<file path="config.mk">
export PLATFORM = sky130hd
export DESIGN_NAME = lcdDrawTop
export DESIGN_NICKNAME = d
export VERILOG_FILES = /design/src/drawPkg.sv /design/src/drawAdapter.sv /design/src/drawCore.sv /design/src/lcdDrawTop.sv /design/src/pulseAccumulator.sv
export VERILOG_INCLUDE_DIRS = /design/src
export SDC_FILE = /design/constraint.sdc
export NUM_CORES = 1
export LEC_CHECK = 0
export ABC_AREA = 1
export BUFFER_PORTS_ARGS = -buffer_cell sky130_fd_sc_hd__buf_4
export CORE_ASPECT_RATIO = 1.4
export CORE_MARGIN = 2
export CORE_UTILIZATION = 35
export DETAILED_ROUTE_END_ITERATION = 7
export PLACE_DENSITY = 0.62
export SLEW_MARGIN = 0
export SYNTH_ARGS = -nofsm -noshare
export SYNTH_HDL_FRONTEND = slang
export SYNTH_SLANG_ARGS = --single-unit
</file>
<file path="constraint.sdc">
create_clock -name clk -period 3.96 [get_ports clk]
set_clock_uncertainty 0.1 [all_clocks]
set_input_delay 0 -clock clk [delete_from_list [all_inputs] [get_ports clk]]
set_output_delay 0 -clock clk [all_outputs]
set_load 0.005 [all_outputs]
</file>
<file path="src/lcdDraw_settings.svh">
`ifndef LCDDRAW_SETTINGS_SVH
`define LCDDRAW_SETTINGS_SVH

// Screen size in pixels.
`define SCREEN_W 64
`define SCREEN_H 16

// Four RGB565 pixels per 64-bit SDRAM word.
`define WORDS_PER_ROW 16

// Rows used by the periodic draws.
`define ROW_NEW_CNT 4 // Newest pulse count.
`define ROW_ACC_CNT 8 // Accumulated pulse count.
`define ROW_MODE 12 // Active-mode marker.

// RGB565 colours.
`define COLOR_BG 16'h0841 // Dark grey.
`define COLOR_FG 16'hFFE0 // Yellow.
`define COLOR_BORDER 16'hF800 // Red.

`endif

</file>
<file path="src/drawPkg.sv">
package drawPkg;

    // Commands understood by drawCore.
    typedef enum logic [2:0] {
        cmdClear,      // Whole screen in one colour.
        cmdBorder,     // Top and bottom rows.
        cmdCounterRow, // Eight hex digits.
        cmdModeRow     // Mode marker, four cells.
    } drawCmd_e;

    // Fill colour view of the argument.
    typedef struct packed {
        logic [15:0] pad;
        logic [15:0] color; // RGB565.
    } drawFill_t;

    // Argument word, counter or colour depending on the command.
    typedef union packed {
        logic [31:0] raw;
        drawFill_t   fill;
    } drawArg_u;

    // One draw request, 39 bits.
    typedef struct packed {
        drawCmd_e   cmd;
        logic [3:0] row; // Target row for row commands.
        drawArg_u   arg;
    } drawReq_t;

    // SDRAM word write.
    typedef struct packed {
        logic [23:0]      addr; // Bank(2) + row(13) + column(9).
        logic [3:0][15:0] data; // Pixel k in data[k].
    } sdramWr_t;

endpackage

</file>
<file path="src/drawAdapter.sv">
`timescale 1ns/1ps
`include "lcdDraw_settings.svh"

module drawAdapter
    import drawPkg::*;
(
    input  logic        clk,
    input  logic        rst_n,
    input  logic        en,        // Low holds at loopStart.
    input  logic [31:0] newCount,
    input  logic [31:0] accCount,
    input  logic [1:0]  mode,
    output logic        frameDone, // One-cycle pulse per frame.
    output sdramWr_t    wr,
    output logic        wrReq,
    input  logic        wrDone
);

    typedef enum logic [2:0] {
        stepIdle,      // First cycle after reset.
        stepClear,
        stepBorder,
        stepLoopStart, // Frame loop entry.
        stepNewCnt,
        stepAccCnt,
        stepMode,
        stepFrameEnd
    } step_e;

    step_e    step;
    step_e    nextStep;
    logic     isCmdStep; // Step issues a drawCore command.
    logic     coreEn;
    logic     coreDone;
    drawReq_t stepReq;   // Request for the current step.
    drawReq_t req;       // Captured at command start.

    drawCore u_drawCore (
        .clk      (clk),
        .rst_n    (rst_n),
        .coreEn   (coreEn),
        .req      (req),
        .coreDone (coreDone),
        .wr       (wr),
        .wrReq    (wrReq),
        .wrDone   (wrDone)
    );

    //////////////////////////////////////////////////
    // Step table.
    //////////////////////////////////////////////////

    always_comb begin
        stepReq = '0;
        isCmdStep = 1'b1;
        nextStep = step;
        case (step)
            stepIdle: begin
                isCmdStep = 1'b0;
                nextStep = stepClear;
            end
            stepClear: begin
                stepReq.cmd = cmdClear;
                stepReq.arg.fill.color = `COLOR_BG; // Background fill.
                nextStep = stepBorder;
            end
            stepBorder: begin
                stepReq.cmd = cmdBorder;
                nextStep = stepLoopStart;
            end
            stepLoopStart: begin
                isCmdStep = 1'b0;
                nextStep = stepNewCnt;
            end
            stepNewCnt: begin
                stepReq.cmd = cmdCounterRow;
                stepReq.row = 4'(`ROW_NEW_CNT);
                stepReq.arg.raw = newCount;
                nextStep = stepAccCnt;
            end
            stepAccCnt: begin
                stepReq.cmd = cmdCounterRow;
                stepReq.row = 4'(`ROW_ACC_CNT);
                stepReq.arg.raw = accCount;
                nextStep = stepMode;
            end
            stepMode: begin
                stepReq.cmd = cmdModeRow;
                stepReq.row = 4'(`ROW_MODE);
                stepReq.arg.raw = {30'd0, mode};
                nextStep = stepFrameEnd;
            end
            default: begin // stepFrameEnd.
                isCmdStep = 1'b0;
                nextStep = stepLoopStart;
            end
        endcase
    end

    //////////////////////////////////////////////////
    // Sequencer.
    //////////////////////////////////////////////////

    always_ff @(posedge clk or negedge rst_n) begin
        if (!rst_n) begin
            step <= stepIdle;
            coreEn <= 1'b0;
        end else if (isCmdStep) begin
            if (coreDone) begin
                coreEn <= 1'b0; // Drop with the done pulse.
                step <= nextStep;
            end else if (!coreEn && en) begin
                coreEn <= 1'b1; // No new command while en is low.
            end
        end else if (en || step == stepFrameEnd) begin
            step <= nextStep;
        end
    end

    // Arguments frozen for the whole command.
    always_ff @(posedge clk) begin
        if (isCmdStep && !coreEn && en)
            req <= stepReq;
    end

    assign frameDone = (step == stepFrameEnd);

endmodule

</file>
<file path="src/drawCore.sv">
`timescale 1ns/1ps
`include "lcdDraw_settings.svh"

module drawCore
    import drawPkg::*;
(
    input  logic     clk,
    input  logic     rst_n,
    input  logic     coreEn,   // Held high until coreDone.
    input  drawReq_t req,      // Stable while coreEn is high.
    output logic     coreDone, // One-cycle pulse.
    output sdramWr_t wr,       // Held while wrReq is high.
    output logic     wrReq,
    input  logic     wrDone    // One-cycle pulse from SDRAM side.
);

    localparam int PixPerWord = `SCREEN_W / `WORDS_PER_ROW;
    localparam logic [3:0] LastWord = 4'(`WORDS_PER_ROW - 1);
    localparam logic [3:0] LastRow = 4'(`SCREEN_H - 1);

    typedef enum logic [1:0] {
        sIdle, // Waiting for coreEn.
        sLoad, // Build word, raise wrReq.
        sWait, // Holding request until wrDone.
        sDone  // Report completion.
    } coreState_e;

    coreState_e state;
    logic [3:0] wordIdx;  // Word within the row.
    logic [3:0] rowIdx;   // Screen row.
    logic       lastWord; // Current word ends the command.
    logic [2:0] digitSel; // Hex digit index, 7 is most significant.
    logic [3:0] digit;
    sdramWr_t   nextWr;

    //////////////////////////////////////////////////
    // Word builder.
    //////////////////////////////////////////////////

    // Word 0 shows the top digit.
    assign digitSel = 3'd7 - wordIdx[2:0];
    assign digit = req.arg.raw[{digitSel, 2'b00} +: 4];

    always_comb begin
        case (req.cmd)
            cmdCounterRow: lastWord = (wordIdx == 4'd7); // Eight digits.
            cmdModeRow:    lastWord = (wordIdx == 4'd3); // Four cells.
            default:       lastWord = (wordIdx == LastWord) && (rowIdx == LastRow);
        endcase
    end

    always_comb begin
        // Linear word address in the low bits.
        nextWr.addr = 24'(rowIdx) * 24'(`WORDS_PER_ROW) + 24'(wordIdx);
        for (int k = 0; k < PixPerWord; k++) begin
            case (req.cmd)
                cmdClear: nextWr.data[k] = req.arg.fill.color;
                cmdBorder: nextWr.data[k] = `COLOR_BORDER;
                cmdCounterRow: nextWr.data[k] = digit[k] ? `COLOR_FG : `COLOR_BG;
                default: begin
                    // Selected mode cell lit.
                    nextWr.data[k] = (wordIdx[1:0] == req.arg.raw[1:0]) ?
                                     `COLOR_FG : `COLOR_BG;
                end
            endcase
        end
    end

    //////////////////////////////////////////////////
    // Write sequencer.
    //////////////////////////////////////////////////

    always_ff @(posedge clk or negedge rst_n) begin
        if (!rst_n) begin
            state <= sIdle;
            wordIdx <= '0;
            rowIdx <= '0;
            wrReq <= 1'b0;
        end else begin
            case (state)
                sIdle: begin
                    if (coreEn) begin
                        wordIdx <= '0;
                        // Row commands start on their own row.
                        if (req.cmd == cmdCounterRow || req.cmd == cmdModeRow)
                            rowIdx <= req.row;
                        else
                            rowIdx <= '0;
                        state <= sLoad;
                    end
                end
                sLoad: begin
                    wrReq <= 1'b1; // wr loads on the same edge.
                    state <= sWait;
                end
                sWait: begin
                    if (wrDone) begin
                        wrReq <= 1'b0;
                        if (lastWord) begin
                            state <= sDone;
                        end else begin
                            state <= sLoad; // At least one low cycle.
                            wordIdx <= wordIdx + 4'd1;
                            if (wordIdx == LastWord) begin
                                // Border jumps straight to the bottom row.
                                rowIdx <= (req.cmd == cmdBorder) ? LastRow : rowIdx + 4'd1;
                            end
                        end
                    end
                end
                default: state <= sIdle; // sDone lasts one cycle.
            endcase
        end
    end

    // Payload register, loaded once per word.
    always_ff @(posedge clk) begin
        if (state == sLoad)
            wr <= nextWr;
    end

    assign coreDone = (state == sDone);

endmodule

</file>
<file path="src/lcdDrawTop.sv">
`timescale 1ns/1ps

module lcdDrawTop
    import drawPkg::*;
(
    input  logic        clk,
    input  logic        rst_n,
    input  logic        en,
    input  logic        dataUpdate, // Pulse count strobe.
    input  logic [31:0] pulseCount,
    input  logic [1:0]  mode,       // Active mode 0..3.
    input  logic        wrDone,
    output sdramWr_t    wr,
    output logic        wrReq,
    output logic        frameDone
);

    logic [31:0] newCount;
    logic [31:0] accCount;

    // Counter capture.
    pulseAccumulator u_pulseAccumulator (
        .clk        (clk),
        .rst_n      (rst_n),
        .dataUpdate (dataUpdate),
        .pulseCount (pulseCount),
        .newCount   (newCount),
        .accCount   (accCount)
    );

    // Draw sequencing and SDRAM writes.
    drawAdapter u_drawAdapter (
        .clk       (clk),
        .rst_n     (rst_n),
        .en        (en),
        .newCount  (newCount),
        .accCount  (accCount),
        .mode      (mode),
        .frameDone (frameDone),
        .wr        (wr),
        .wrReq     (wrReq),
        .wrDone    (wrDone)
    );

endmodule

</file>
<file path="src/pulseAccumulator.sv">
`timescale 1ns/1ps

module pulseAccumulator (
    input  logic        clk,
    input  logic        rst_n,
    input  logic        dataUpdate, // New count valid.
    input  logic [31:0] pulseCount,
    output logic [31:0] newCount,   // Latest count.
    output logic [31:0] accCount    // Running sum.
);

    //////////////////////////////////////////////////
    // Lock-in register and running sum.
    //////////////////////////////////////////////////

    always_ff @(posedge clk or negedge rst_n) begin
        if (!rst_n) begin
            newCount <= '0;
            accCount <= '0;
        end else if (dataUpdate) begin
            newCount <= pulseCount;
            // Wraps modulo 2^32.
            accCount <= accCount + pulseCount;
        end
    end

endmodule

</file>
==> impl_results.md, run 1 <==
* Status: complete, no violations
* Yosys top cell area share at 27.6%
* Top Family by Delay on Critical Path: simple AND/OR/NAND/NOR gates
* Fin. Hold Viols at 0
* Initial Util at 35.5%
* Top cells by area, synth: edfxtp_1 28%, dfrtp_1 20%, nand2_1 15%
* CP required at 4.14 ns
* Critical Path Max Stage Delay at 0.46 ns
* Routed vias at 8036
* Antenna cell count at 0
* Die width at 145 um
* Clock root buffer: clkbuf_16
* Hold crit path type: primary input to flop
* Final weighted congestion in routability-driven placement at 0.907
* Post-synthesis sequential area ratio at 47.9%
* Number of synthesized flops with an enable pin at 90
* Avg WL per Cell at 14.1 um
* TritonCTS clock tree: yes
* WP buf/inv at 0
* Area grow syn2layout at 19.8%
* Vias in the first global route at 7889
* Peak Freq at 430 MHz
* Cts bufs inserted at 17
* Leak at 5.74 nW
* Crit Path Class: flop to flop
* Mapped cell area at 0.00978 mm2
* CP arrival at 2.50 ns
* Worst-margin pin slew at 0.855 ns
* Die H at 202 um
* Worst-path cell chain: ha_1 -> fa_1 -> nand3_1 -> nand3_1 -> nand3_1 -> nand3_1 -> nand2_1 -> nand3_1 -> nand3_1 -> o21ai_0
* Post-Synthesis Cells at 1236
* GRT Total Usage at 17.1%
* Clk slew on worst S/H paths at 0.07 ns
* Full die area at 0.0293 mm2
* Critical path's slowest cell: fa_1
* Cell accounting for the most synthesized area: edfxtp_1
* Initial antenna violation count at 0
* DP HPWL at 19.0 mm
* Slew HR at 43.0%
* Unique masters post-synth at 44
* Port Buffers at 112
* Clk_lat worst skew at 0.43 ns
* Drt drc at 0
* Async set-reset flop share out of synthesis at 46.7%
* Tcrit/Tclk final at 58.7%
* Critical path startpoint category: flop
* Antenna-violating nets left at 0
* Max-cap viol count at 0
* Post-CTS Resized at 0
* Power per cell area at 680 mW/mm2
* Min Tclk post-route at 2.33 ns
* Core region area at 0.0276 mm2
* Nets at 1438
* RSZ-0062 raised after global routing: false
* CTS sink count at 169
* CP endpoint kind: flop
* Pin count of the biggest net entering global routing at 89
* Detailed-route vias per instance at 4.61
* Pre-antenna DRT Iters at 5
* Synthesized area per cell at 7.91 um2
* Dominant synthesized flop cell: edfxtp_1
* H-tree level count at 4
* Fin. max-slew vios at 0
* First-pass GRT wire length at 39.9 mm
* Power Total at 0.00797 W
* Row cnt at 72
* R2R setup slack at 1.63 ns
* Commonest cells in the netlist: 381 x nand2_1, 191 x inv_1, 117 x o21ai_0
* I/O pin count at 129
* Max IR drop VDD at 0.322 mV
* Clock buffer depth at 2
* Total Wirelength at 24.5 mm
* GR Overflow Total at 0
* Post-synthesis register bit count at 169
* Most instantiated library cell after synthesis: nand2_1
* Share of cells above drive strength 1 at 12.8%
* Crit-path max FO at 5
* Final setup vio count at 0
* Initial DRC Count at 507
* Setup TNS at 0 ns
* Yosys warnings at 0
* CP most frequent cell: nand3_1
cell usage in the layout (no fill, tap or decap), types with 2 or more instances in the layout:
master,instances
nand2_1,381
inv_1,191
buf_4,120
o21ai_0,117
edfxtp_1,90
dfrtp_1,79
nor2_1,71
nand3_1,64
a21oi_1,58
ha_1,37
dlygate4sd3_1,37
clkbuf_16,18
conb_1,16
xnor2_1,14
o22ai_1,9
nand3b_1,7
nand2_2,6
clkinv_4,6
inv_6,4
o21ai_1,4
o211ai_1,4
nand4_1,4
nor2_2,3
inv_2,3
or2_2,3
o21bai_1,3
nor3_1,3
clkinv_2,2
xor2_1,2
clkinvlp_4,2
power by group:
group          switching [W]  internal [W]
clock               0.000730      0.000871
sequential          0.000339       0.00251
combinational        0.00217       0.00134
kinds of logic (layout without fill, tap and decap cells):
group / after synthesis / after routing / share of synthesized area (%)
fa+ha+maj: 38 / 38 / 4.94
other cells: 1 / 16 / 0.0383
buf+inv: 264 / 387 / 12.1
compound gates: 203 / 203 / 11.1
simple gates: 545 / 545 / 22.5
xor+xnor: 16 / 16 / 1.43
flops: 169 / 169 / 47.9
metrics by stage:
stage	area (um2)	setup WS [ns]	std cells	util [%]	hold WS, ns
detailed placement	10800	1.67	1675	39.1	0.0632
finish	11700	1.63	1744	42.5	0.0351
global placement	10800	1.73	1675	39.1	0.0613
global route	11700	1.47	1744	42.5	0.0631
floorplan	9840	0.669	1251	-	-0.396
CTS	11700	1.66	1744	42.5	0.0172
sequential cells by signal, summed over array words and instances, names as in the netlist:
name / cells
u_drawAdapter.u_drawCore.wr: 54
u_drawAdapter.req: 36
u_pulseAccumulator.accCount: 32
u_pulseAccumulator.newCount: 32
u_drawAdapter.u_drawCore.rowIdx: 4
u_drawAdapter.u_drawCore.wordIdx: 4
u_drawAdapter.step: 3
u_drawAdapter.u_drawCore.state: 2
u_drawAdapter.coreEn: 1
u_drawAdapter.u_drawCore.wrReq: 1
cell type report:
type                       instances  area (um2)
sequential                       169        4680
inverter                         198         752
fill                            2833       15800
multi-input combinational        818        3980
clock buffer                      19         464
timing repair buffer             157        1270
tap                              370         463
clock inverter                    13         110
path summary, 6_finish.rpt:
check	start	endpoint	depth (start not counted)
max reg2reg	u_pulseAccumulator.accCount[0]$_DFFE_PN0P_	u_pulseAccumulator.accCount[20]$_DFFE_PN0P_	10
min	dataUpdate	u_pulseAccumulator.accCount[22]$_DFFE_PN0P_	5
min in group asynchronous	rst_n	u_drawAdapter.u_drawCore.wrReq$_DFFE_PN0P_	2
max	u_pulseAccumulator.accCount[0]$_DFFE_PN0P_	u_pulseAccumulator.accCount[20]$_DFFE_PN0P_	10
max in group asynchronous	rst_n	u_pulseAccumulator.accCount[25]$_DFFE_PN0P_	3
min reg2reg	u_drawAdapter.u_drawCore.wrReq$_DFFE_PN0P_	u_drawAdapter.u_drawCore.wrReq$_DFFE_PN0P_	2
routing by layer:
metal | GRT usage (%) | wire (um) | vias to the layer above
li1 | - | - | 4159
met1 | 19.6 | 10200 | 3615
met2 | 31.6 | 12700 | 216
met3 | 2.78 | 887 | 46
met4 | 7.04 | 780 | 0
met5 | 0 | 0 | -
worst register-to-register path, delay by kind of cell, from the launching register on:
kind                     cells  cell delay, ns
adder cells (fa/ha/maj)      2            0.71
AO/OA/AOI/OAI                1            0.09
AND/OR/NAND/NOR              7            0.90
flip-flops                   1            0.40
repair_timing:
item | in CTS | in global routing
hold buffers | 37 | 0
hold endpoints to repair | 118 | 0
setup buffers | 0 | 0
No activity file was read; power rests on OpenSTA's default activity.
==> inputs of run 2 (changes only) <==
==> constraint.sdc (replaced) <==
create_clock -name clk -period 2.2 [get_ports clk]
set_clock_uncertainty 0.1 [all_clocks]
set_input_delay 0 -clock clk [delete_from_list [all_inputs] [get_ports clk]]
set_output_delay 0 -clock clk [all_outputs]
set_load 0.005 [all_outputs]
==> impl_results.md, run 2 (synthesis results as in run 1) <==
* Status: complete, no violations
* DP Worst Slack at 0.0145 ns
* Top Family by Delay on Critical Path: adder cells
* CP required at 2.45 ns
* Initial Util at 35.5%
* Avg WL per Cell at 14.1 um
* Share of cells above drive strength 1 at 15.2%
* Pin count of the biggest net entering global routing at 89
* Leak at 5.88 nW
* Die H at 202 um
* Tcrit/Tclk final at 93.6%
* Clock root buffer: clkbuf_16
* Cts bufs inserted at 17
* Biggest regs: u_drawAdapter.u_drawCore.wr (54), u_drawAdapter.req (36)
* Crit-path max FO at 4
* Share of total power in the clock network at 20.2%
* Power Total at 0.0148 W
* I/O pin count at 129
* Max IR drop VDD at 0.481 mV
* CTS sink count at 169
* Final weighted congestion in routability-driven placement at 0.913
* Row cnt at 72
* GRT Total Usage at 17.1%
* Initial DRC Count at 523
* GR Overflow Total at 0
* Slew HR at 45.5%
* CP endpoint kind: flop
* Clock buffer depth at 2
* First-pass GRT wire length at 39.8 mm
* RSZ-0062 raised after global routing: true
* Largest register FFs at 54
* Clk_lat worst skew at 0.44 ns
* Pre-antenna DRT Iters at 5
* P_int at 0.00886 W
* Antenna-violating nets left at 0
* Crit Path Class: flop to flop
* Worst setup margin at 0.141 ns
* Peak Freq at 486 MHz
* Total Wirelength at 24.9 mm
* R2R setup slack at 0.14 ns
* Worst-margin pin slew at 0.817 ns
* H-tree level count at 4
* Vias in the first global route at 7947
* Combinational fraction of design power at 45.1%
* Critical path's slowest cell: dfrtp_1
* Routed vias at 8202
* Antenna cell count at 0
* Placed cell area at 0.0110 mm2
* Commonest non-fill, non-tap cell in the layout: nand2_1
* Full die area at 0.0293 mm2
* Final setup vio count at 0
* Min Tclk post-route at 2.06 ns
* Die width at 145 um
* WP buf/inv at 0
* Port Buffers at 112
* Fill count at 2792
* Max-cap viol count at 0
* Share of power burned in registers at 34.7%
* Detailed-route vias per instance at 4.64
* Worst-path cell chain: ha_2 -> fa_2 -> nand3_1 -> nand3_2 -> a21oi_1 -> o21ai_0 -> nand2_1 -> nand3_1 -> o21ai_0
* Initial antenna violation count at 0
* Area grow syn2layout at 22.8%
* DP HPWL at 19.4 mm
* Critical path startpoint category: flop
* Most frequent cells in the layout: 378 x nand2_1, 191 x inv_1, 138 x buf_4
* Clk slew on worst S/H paths at 0.08 ns
* Fin. Hold Viols at 0
* Most flops, register: u_drawAdapter.u_drawCore.wr
* Nets at 1460
* Drt drc at 0
* Sw power at 0.00595 W
* Power per cell area at 1230 mW/mm2
* Fin. max-slew vios at 0
* Critical Path Max Stage Delay at 0.40 ns
* CP arrival at 2.31 ns
* Switching Share at 40.2%
* Core region area at 0.0276 mm2
* Post-route cell area at 0.0120 mm2
* Hold crit path type: primary input to asynchronous set/reset pin
* TritonCTS clock tree: yes
[run 2: cell types whose count changed in the layout (fill, tap and decap cells not counted), moves of 4 or more]
cell,change
buf_12,+4
buf_4,+18
clkinv_4,-4
ha_1,-4
[run 2: timing repair]
action,CTS,global route
hold endpoints to repair,138,0
endpoints found under the setup margin,1,14
hold buffers,38,0
resized for setup,1,14
setup buffers,0,0
[run 2: cell type report]
type	count	area, um2	share of cell area, %
inverters	198	752	6.26
well taps	370	463	3.86
repair buffers	179	1490	12.4
flip-flops and latches	169	4680	39.0
clock buffers	18	450	3.75
multi-input cells	818	4040	33.7
clock inverters	14	133	1.10
[run 2: per-layer routing]
metal	vias up	share of wire [%]	GRT usage, %
li1	4193	-	-
met1	3750	41	19.4
met2	203	52	31.7
met3	56	3.7	2.71
met4	0	3.6	7.46
met5	-	0	0
[run 2: final timing paths]
check	cells past startpoint	endpoint	from
hold / removal	3	u_pulseAccumulator.newCount[5]$_DFFE_PN0P_	rst_n
setup reg to reg	9	u_pulseAccumulator.accCount[16]$_DFFE_PN0P_	u_pulseAccumulator.accCount[0]$_DFFE_PN0P_
hold reg to reg	2	u_drawAdapter.u_drawCore.wrReq$_DFFE_PN0P_	u_drawAdapter.u_drawCore.wrReq$_DFFE_PN0P_
min in group clk	4	u_pulseAccumulator.accCount[0]$_DFFE_PN0P_	dataUpdate
setup / recovery	9	u_pulseAccumulator.accCount[16]$_DFFE_PN0P_	u_pulseAccumulator.accCount[0]$_DFFE_PN0P_
max in group asynchronous	3	u_pulseAccumulator.newCount[26]$_DFFE_PN0P_	rst_n
[run 2: metrics by stage]
stage                     setup TNS, ns  utilization, %  std cells  hold WS [ns]
after floorplan                       0               -       1251        -0.396
after global placement                0            39.8       1696        -0.101
after detailed placement              0            39.8       1696       -0.0975
after CTS                             0            43.4       1766       0.00803
after global routing            -0.0436            43.6       1766        0.0445
final                                 0            43.6       1766        0.0135
[run 2: power by group through the flow]
stage | combinational (W) | sequential [W] | clock, W
final | 0.00668 | 0.00514 | 0.00299
after global placement | 0.00645 | 0.00517 | 0
after CTS | 0.00664 | 0.00514 | 0.00304
after detailed placement | 0.00655 | 0.00520 | 0
after global routing | 0.00752 | 0.00525 | 0.00318
after floorplan | 0.00443 | 0.00503 | 0
[run 2: worst min-delay path, stage by stage]
cell and delay (ns):
dlygate4sd3_1 0.53, buf_4 0.16, buf_12 0.22
==> inputs of run 3 (changes only) <==
--- a/config.mk
+++ b/config.mk
@@ -6,13 +6,12 @@
 export SDC_FILE = /design/constraint.sdc
 export NUM_CORES = 1
 export LEC_CHECK = 0
-export ABC_AREA = 1
 export BUFFER_PORTS_ARGS = -buffer_cell sky130_fd_sc_hd__buf_4
 export CORE_ASPECT_RATIO = 1.4
 export CORE_MARGIN = 2
 export CORE_UTILIZATION = 35
 export DETAILED_ROUTE_END_ITERATION = 7
-export PLACE_DENSITY = 0.62
+export PLACE_DENSITY = 0.64
 export SLEW_MARGIN = 0
 export SYNTH_ARGS = -nofsm -noshare
 export SYNTH_HDL_FRONTEND = slang
==> constraint.sdc (replaced) <==
create_clock -name clk -period 1.7 [get_ports clk]
set_clock_uncertainty 0.1 [all_clocks]
set_input_delay 0 -clock clk [delete_from_list [all_inputs] [get_ports clk]]
set_output_delay 0 -clock clk [all_outputs]
set_load 0.005 [all_outputs]
==> impl_results.md, run 3 <==
* RSZ-0062 raised after global routing: true
* Mux share of post-synthesis cell area at 10.8%
* Avg WL per Cell at 16.4 um
* Crit-path max FO at 3
* Final setup vio count at 79
* Initial DRC Count at 276
* HP Start: pulseCount[2]
* CP required at 1.92 ns
* Worst r2r src: u_pulseAccumulator.accCount[0]$_DFFE_PN0P_
* Pin count of the biggest net entering global routing at 56
* Crit Path Class: flop to flop
* Yosys top cell area share at 30.5%
* Power per cell area at 1790 mW/mm2
* Worst-margin pin slew at 0.943 ns
* Peak Freq at 343 MHz
* Die H at 192 um
* Core region area at 0.0248 mm2
* R2R setup slack at -1.22 ns
* R2R Path End: u_pulseAccumulator.accCount[26]$_DFFE_PN0P_
* Row cnt at 68
* H-tree level count at 4
* Placed cell area at 0.0116 mm2
* GRT Total Usage at 17.2%
* Critical path startpoint category: flop
* Clock root buffer: clkbuf_16
* Commonest cells in the netlist: 90 x edfxtp_1, 87 x a21oi_1, 79 x dfrtp_1
* Max IR drop VDD at 0.890 mV
* Min Tclk post-route at 2.92 ns
* CTS sink count at 169
* CP endpoint kind: flop
* Post-synthesis compound-gate area fraction at 15.5%
* Initial Util at 35.7%
* Mapped cell area at 0.00885 mm2
* Async set-reset flop share out of synthesis at 46.7%
* First-pass GRT wire length at 36.2 mm
* Hold EP: u_pulseAccumulator.accCount[2]$_DFFE_PN0P_
* Number of synthesized flops with an enable pin at 90
* Non-filler cells, final at 1413
* Port Buffers at 112
* Cell accounting for the most synthesized area: edfxtp_1
* Vias in the first global route at 7099
* Most instantiated library cell after synthesis: edfxtp_1
* Routed vias at 7030
* Worst-path cell chain: ha_4 -> fa_2 -> a211oi_2 -> nor4b_1 -> a211o_2 -> a21oi_2 -> nor4b_2 -> a2111oi_4 -> o21ai_1 -> xnor2_1 -> mux2_2
* Nets at 1162
* Cts bufs inserted at 17
* Antenna-violating nets left at 0
* Status: finished with violations
* Unique masters post-synth at 57
* Post-synthesis xor/xnor area fraction at 3.27%
* Top cells by area, synth: edfxtp_1 31%, dfrtp_1 22%, mux2_2 8.1%
* Largest family of logic cells by synthesized area: compound AO/OA/AOI/OAI gates
* CP arrival at 3.14 ns
* Critical path's slowest cell: dfrtp_1
* Largest register FFs at 54
* Worst setup margin at -1.22 ns
* Drt drc at 0
* Leak at 5.81 nW
* Pre-antenna DRT Iters at 4
* I/O pin count at 129
* Antenna cell count at 0
* TritonCTS clock tree: yes
* Slew HR at 36.9%
* Detailed-route vias per instance at 4.98
* Hold Slack at 0.0394 ns
* Hold crit path type: primary input to flop
* Clock buffer depth at 2
* Most frequent cells in the layout: 291 x buf_4, 90 x edfxtp_1, 78 x dfrtp_1
* Fin. Hold Viols at 0
* Synth Area in Adders at 5.46%
* Critical Path Max Stage Delay at 0.41 ns
* Post-synthesis register bit count at 169
* Violated checks: setup timing
* Clk_lat worst skew at 0.44 ns
* Area grow syn2layout at 53.7%
* Placed Cells at 1299
* GR Overflow Total at 0
* Synthesized area per cell at 12.0 um2
* Share of cells above drive strength 1 at 50.9%
* Clk slew on worst S/H paths at 0.07 ns
* Full die area at 0.0266 mm2
* Commonest non-fill, non-tap cell in the layout: buf_4
* Total Wirelength at 23.2 mm
* DP HPWL at 15.9 mm
* DP Worst Slack at -1.23 ns
* Post-route cell area at 0.0136 mm2
* Reg2reg path depth at 11
* Die width at 138 um
* Tcrit/Tclk final at 172%
* Simple-gate share of the synthesized area at 7.18%
* Final weighted congestion in routability-driven placement at 0.864
* Post-Synthesis Cells at 736
* Most flops, register: u_drawAdapter.u_drawCore.wr
* Biggest regs: u_drawAdapter.u_drawCore.wr (54), u_drawAdapter.req (36)
* Crit. Startpoint: u_pulseAccumulator.accCount[0]$_DFFE_PN0P_
* Max-cap viol count at 0
* Setup TNS at -41.53 ns
* Initial antenna violation count at 0
* Dominant synthesized flop cell: edfxtp_1
* Yosys warnings at 0
* Worst Hold Path Cells at 5
* Fin. max-slew vios at 0
* Post-synthesis sequential area ratio at 52.9%
-- run 3: cells by family (layout without fill, tap and decap cells) --
| logic type | count (synthesis) | in the layout |
|---|---|---|
| flops | 169 | 169 |
| simple gates | 128 | 131 |
| compound gates | 209 | 209 |
| xor+xnor | 33 | 33 |
| fa+ha+maj | 38 | 38 |
| other cells | 1 | 16 |
| mux | 77 | 77 |
| buf+inv | 81 | 425 |
-- run 3: timing repair --
action,4_1_cts,5_1_grt
cloned,4,7
resized for setup,57,57
hold buffers,48,1
pin swaps,20,56
setup buffers,19,10
endpoints found under the hold margin,128,1
endpoints found under the setup margin,77,81
-- run 3: area by class of cell --
cell class              count  area [um2]
clock inverters            13         129
flip-flops and latches    169        4680
clock buffers              19         454
inverters                  14        57.6
fillers                  2033       11200
repair buffers            379        3290
well taps                 315         394
multi-input cells         504        4600
-- run 3: worst max-delay path by stage --
| stage | to | slack (ns) |
|---|---|---|
| floorplan | u_pulseAccumulator.accCount[20]$_DFFE_PN0P_ | -1.20 |
| detailed placement | u_pulseAccumulator.accCount[20]$_DFFE_PN0P_ | -1.23 |
| CTS | u_pulseAccumulator.accCount[26]$_DFFE_PN0P_ | -1.19 |
| global placement | u_pulseAccumulator.accCount[26]$_DFFE_PN0P_ | -1.18 |
| global route | u_pulseAccumulator.accCount[26]$_DFFE_PN0P_ | -1.30 |
| finish | u_pulseAccumulator.accCount[26]$_DFFE_PN0P_ | -1.22 |
-- run 3: worst max-delay path, delay by kind of cell, from the launching register on --
kind / cells / cell delay [ns]
compound gates: 5 / 1.17
fa+ha+maj: 2 / 0.57
flops: 1 / 0.41
mux: 1 / 0.26
simple gates: 2 / 0.18
xor+xnor: 1 / 0.13
-- run 3: routing by layer --
| metal | up-vias | routed length [um] | GRT usage (%) | part of all wire, % |
|---|---|---|---|---|
| met5 | - | 0 | 0 | 0 |
| met4 | 0 | 536 | 6.44 | 2.3 |
| li1 | 3402 | - | - | - |
| met3 | 36 | 839 | 3.02 | 3.6 |
| met2 | 162 | 12500 | 32.1 | 54 |
| met1 | 3430 | 9330 | 19.6 | 40 |
-- run 3: metrics by stage --
| step | total power (W) | util (%) |
|---|---|---|
| floorplan | 0.0134 | - |
| global placement | 0.0181 | 46.9 |
| detailed placement | 0.0183 | 46.9 |
| CTS | 0.0235 | 53.1 |
| global route | 0.0258 | 54.9 |
| finish | 0.0243 | 54.9 |
-- run 3: power by group --
part	internal, W	switching [W]
Clock	0.00214	0.00171
Combinational	0.00758	0.00613
Sequential	0.00605	0.000703
Total	0.0158	0.00854
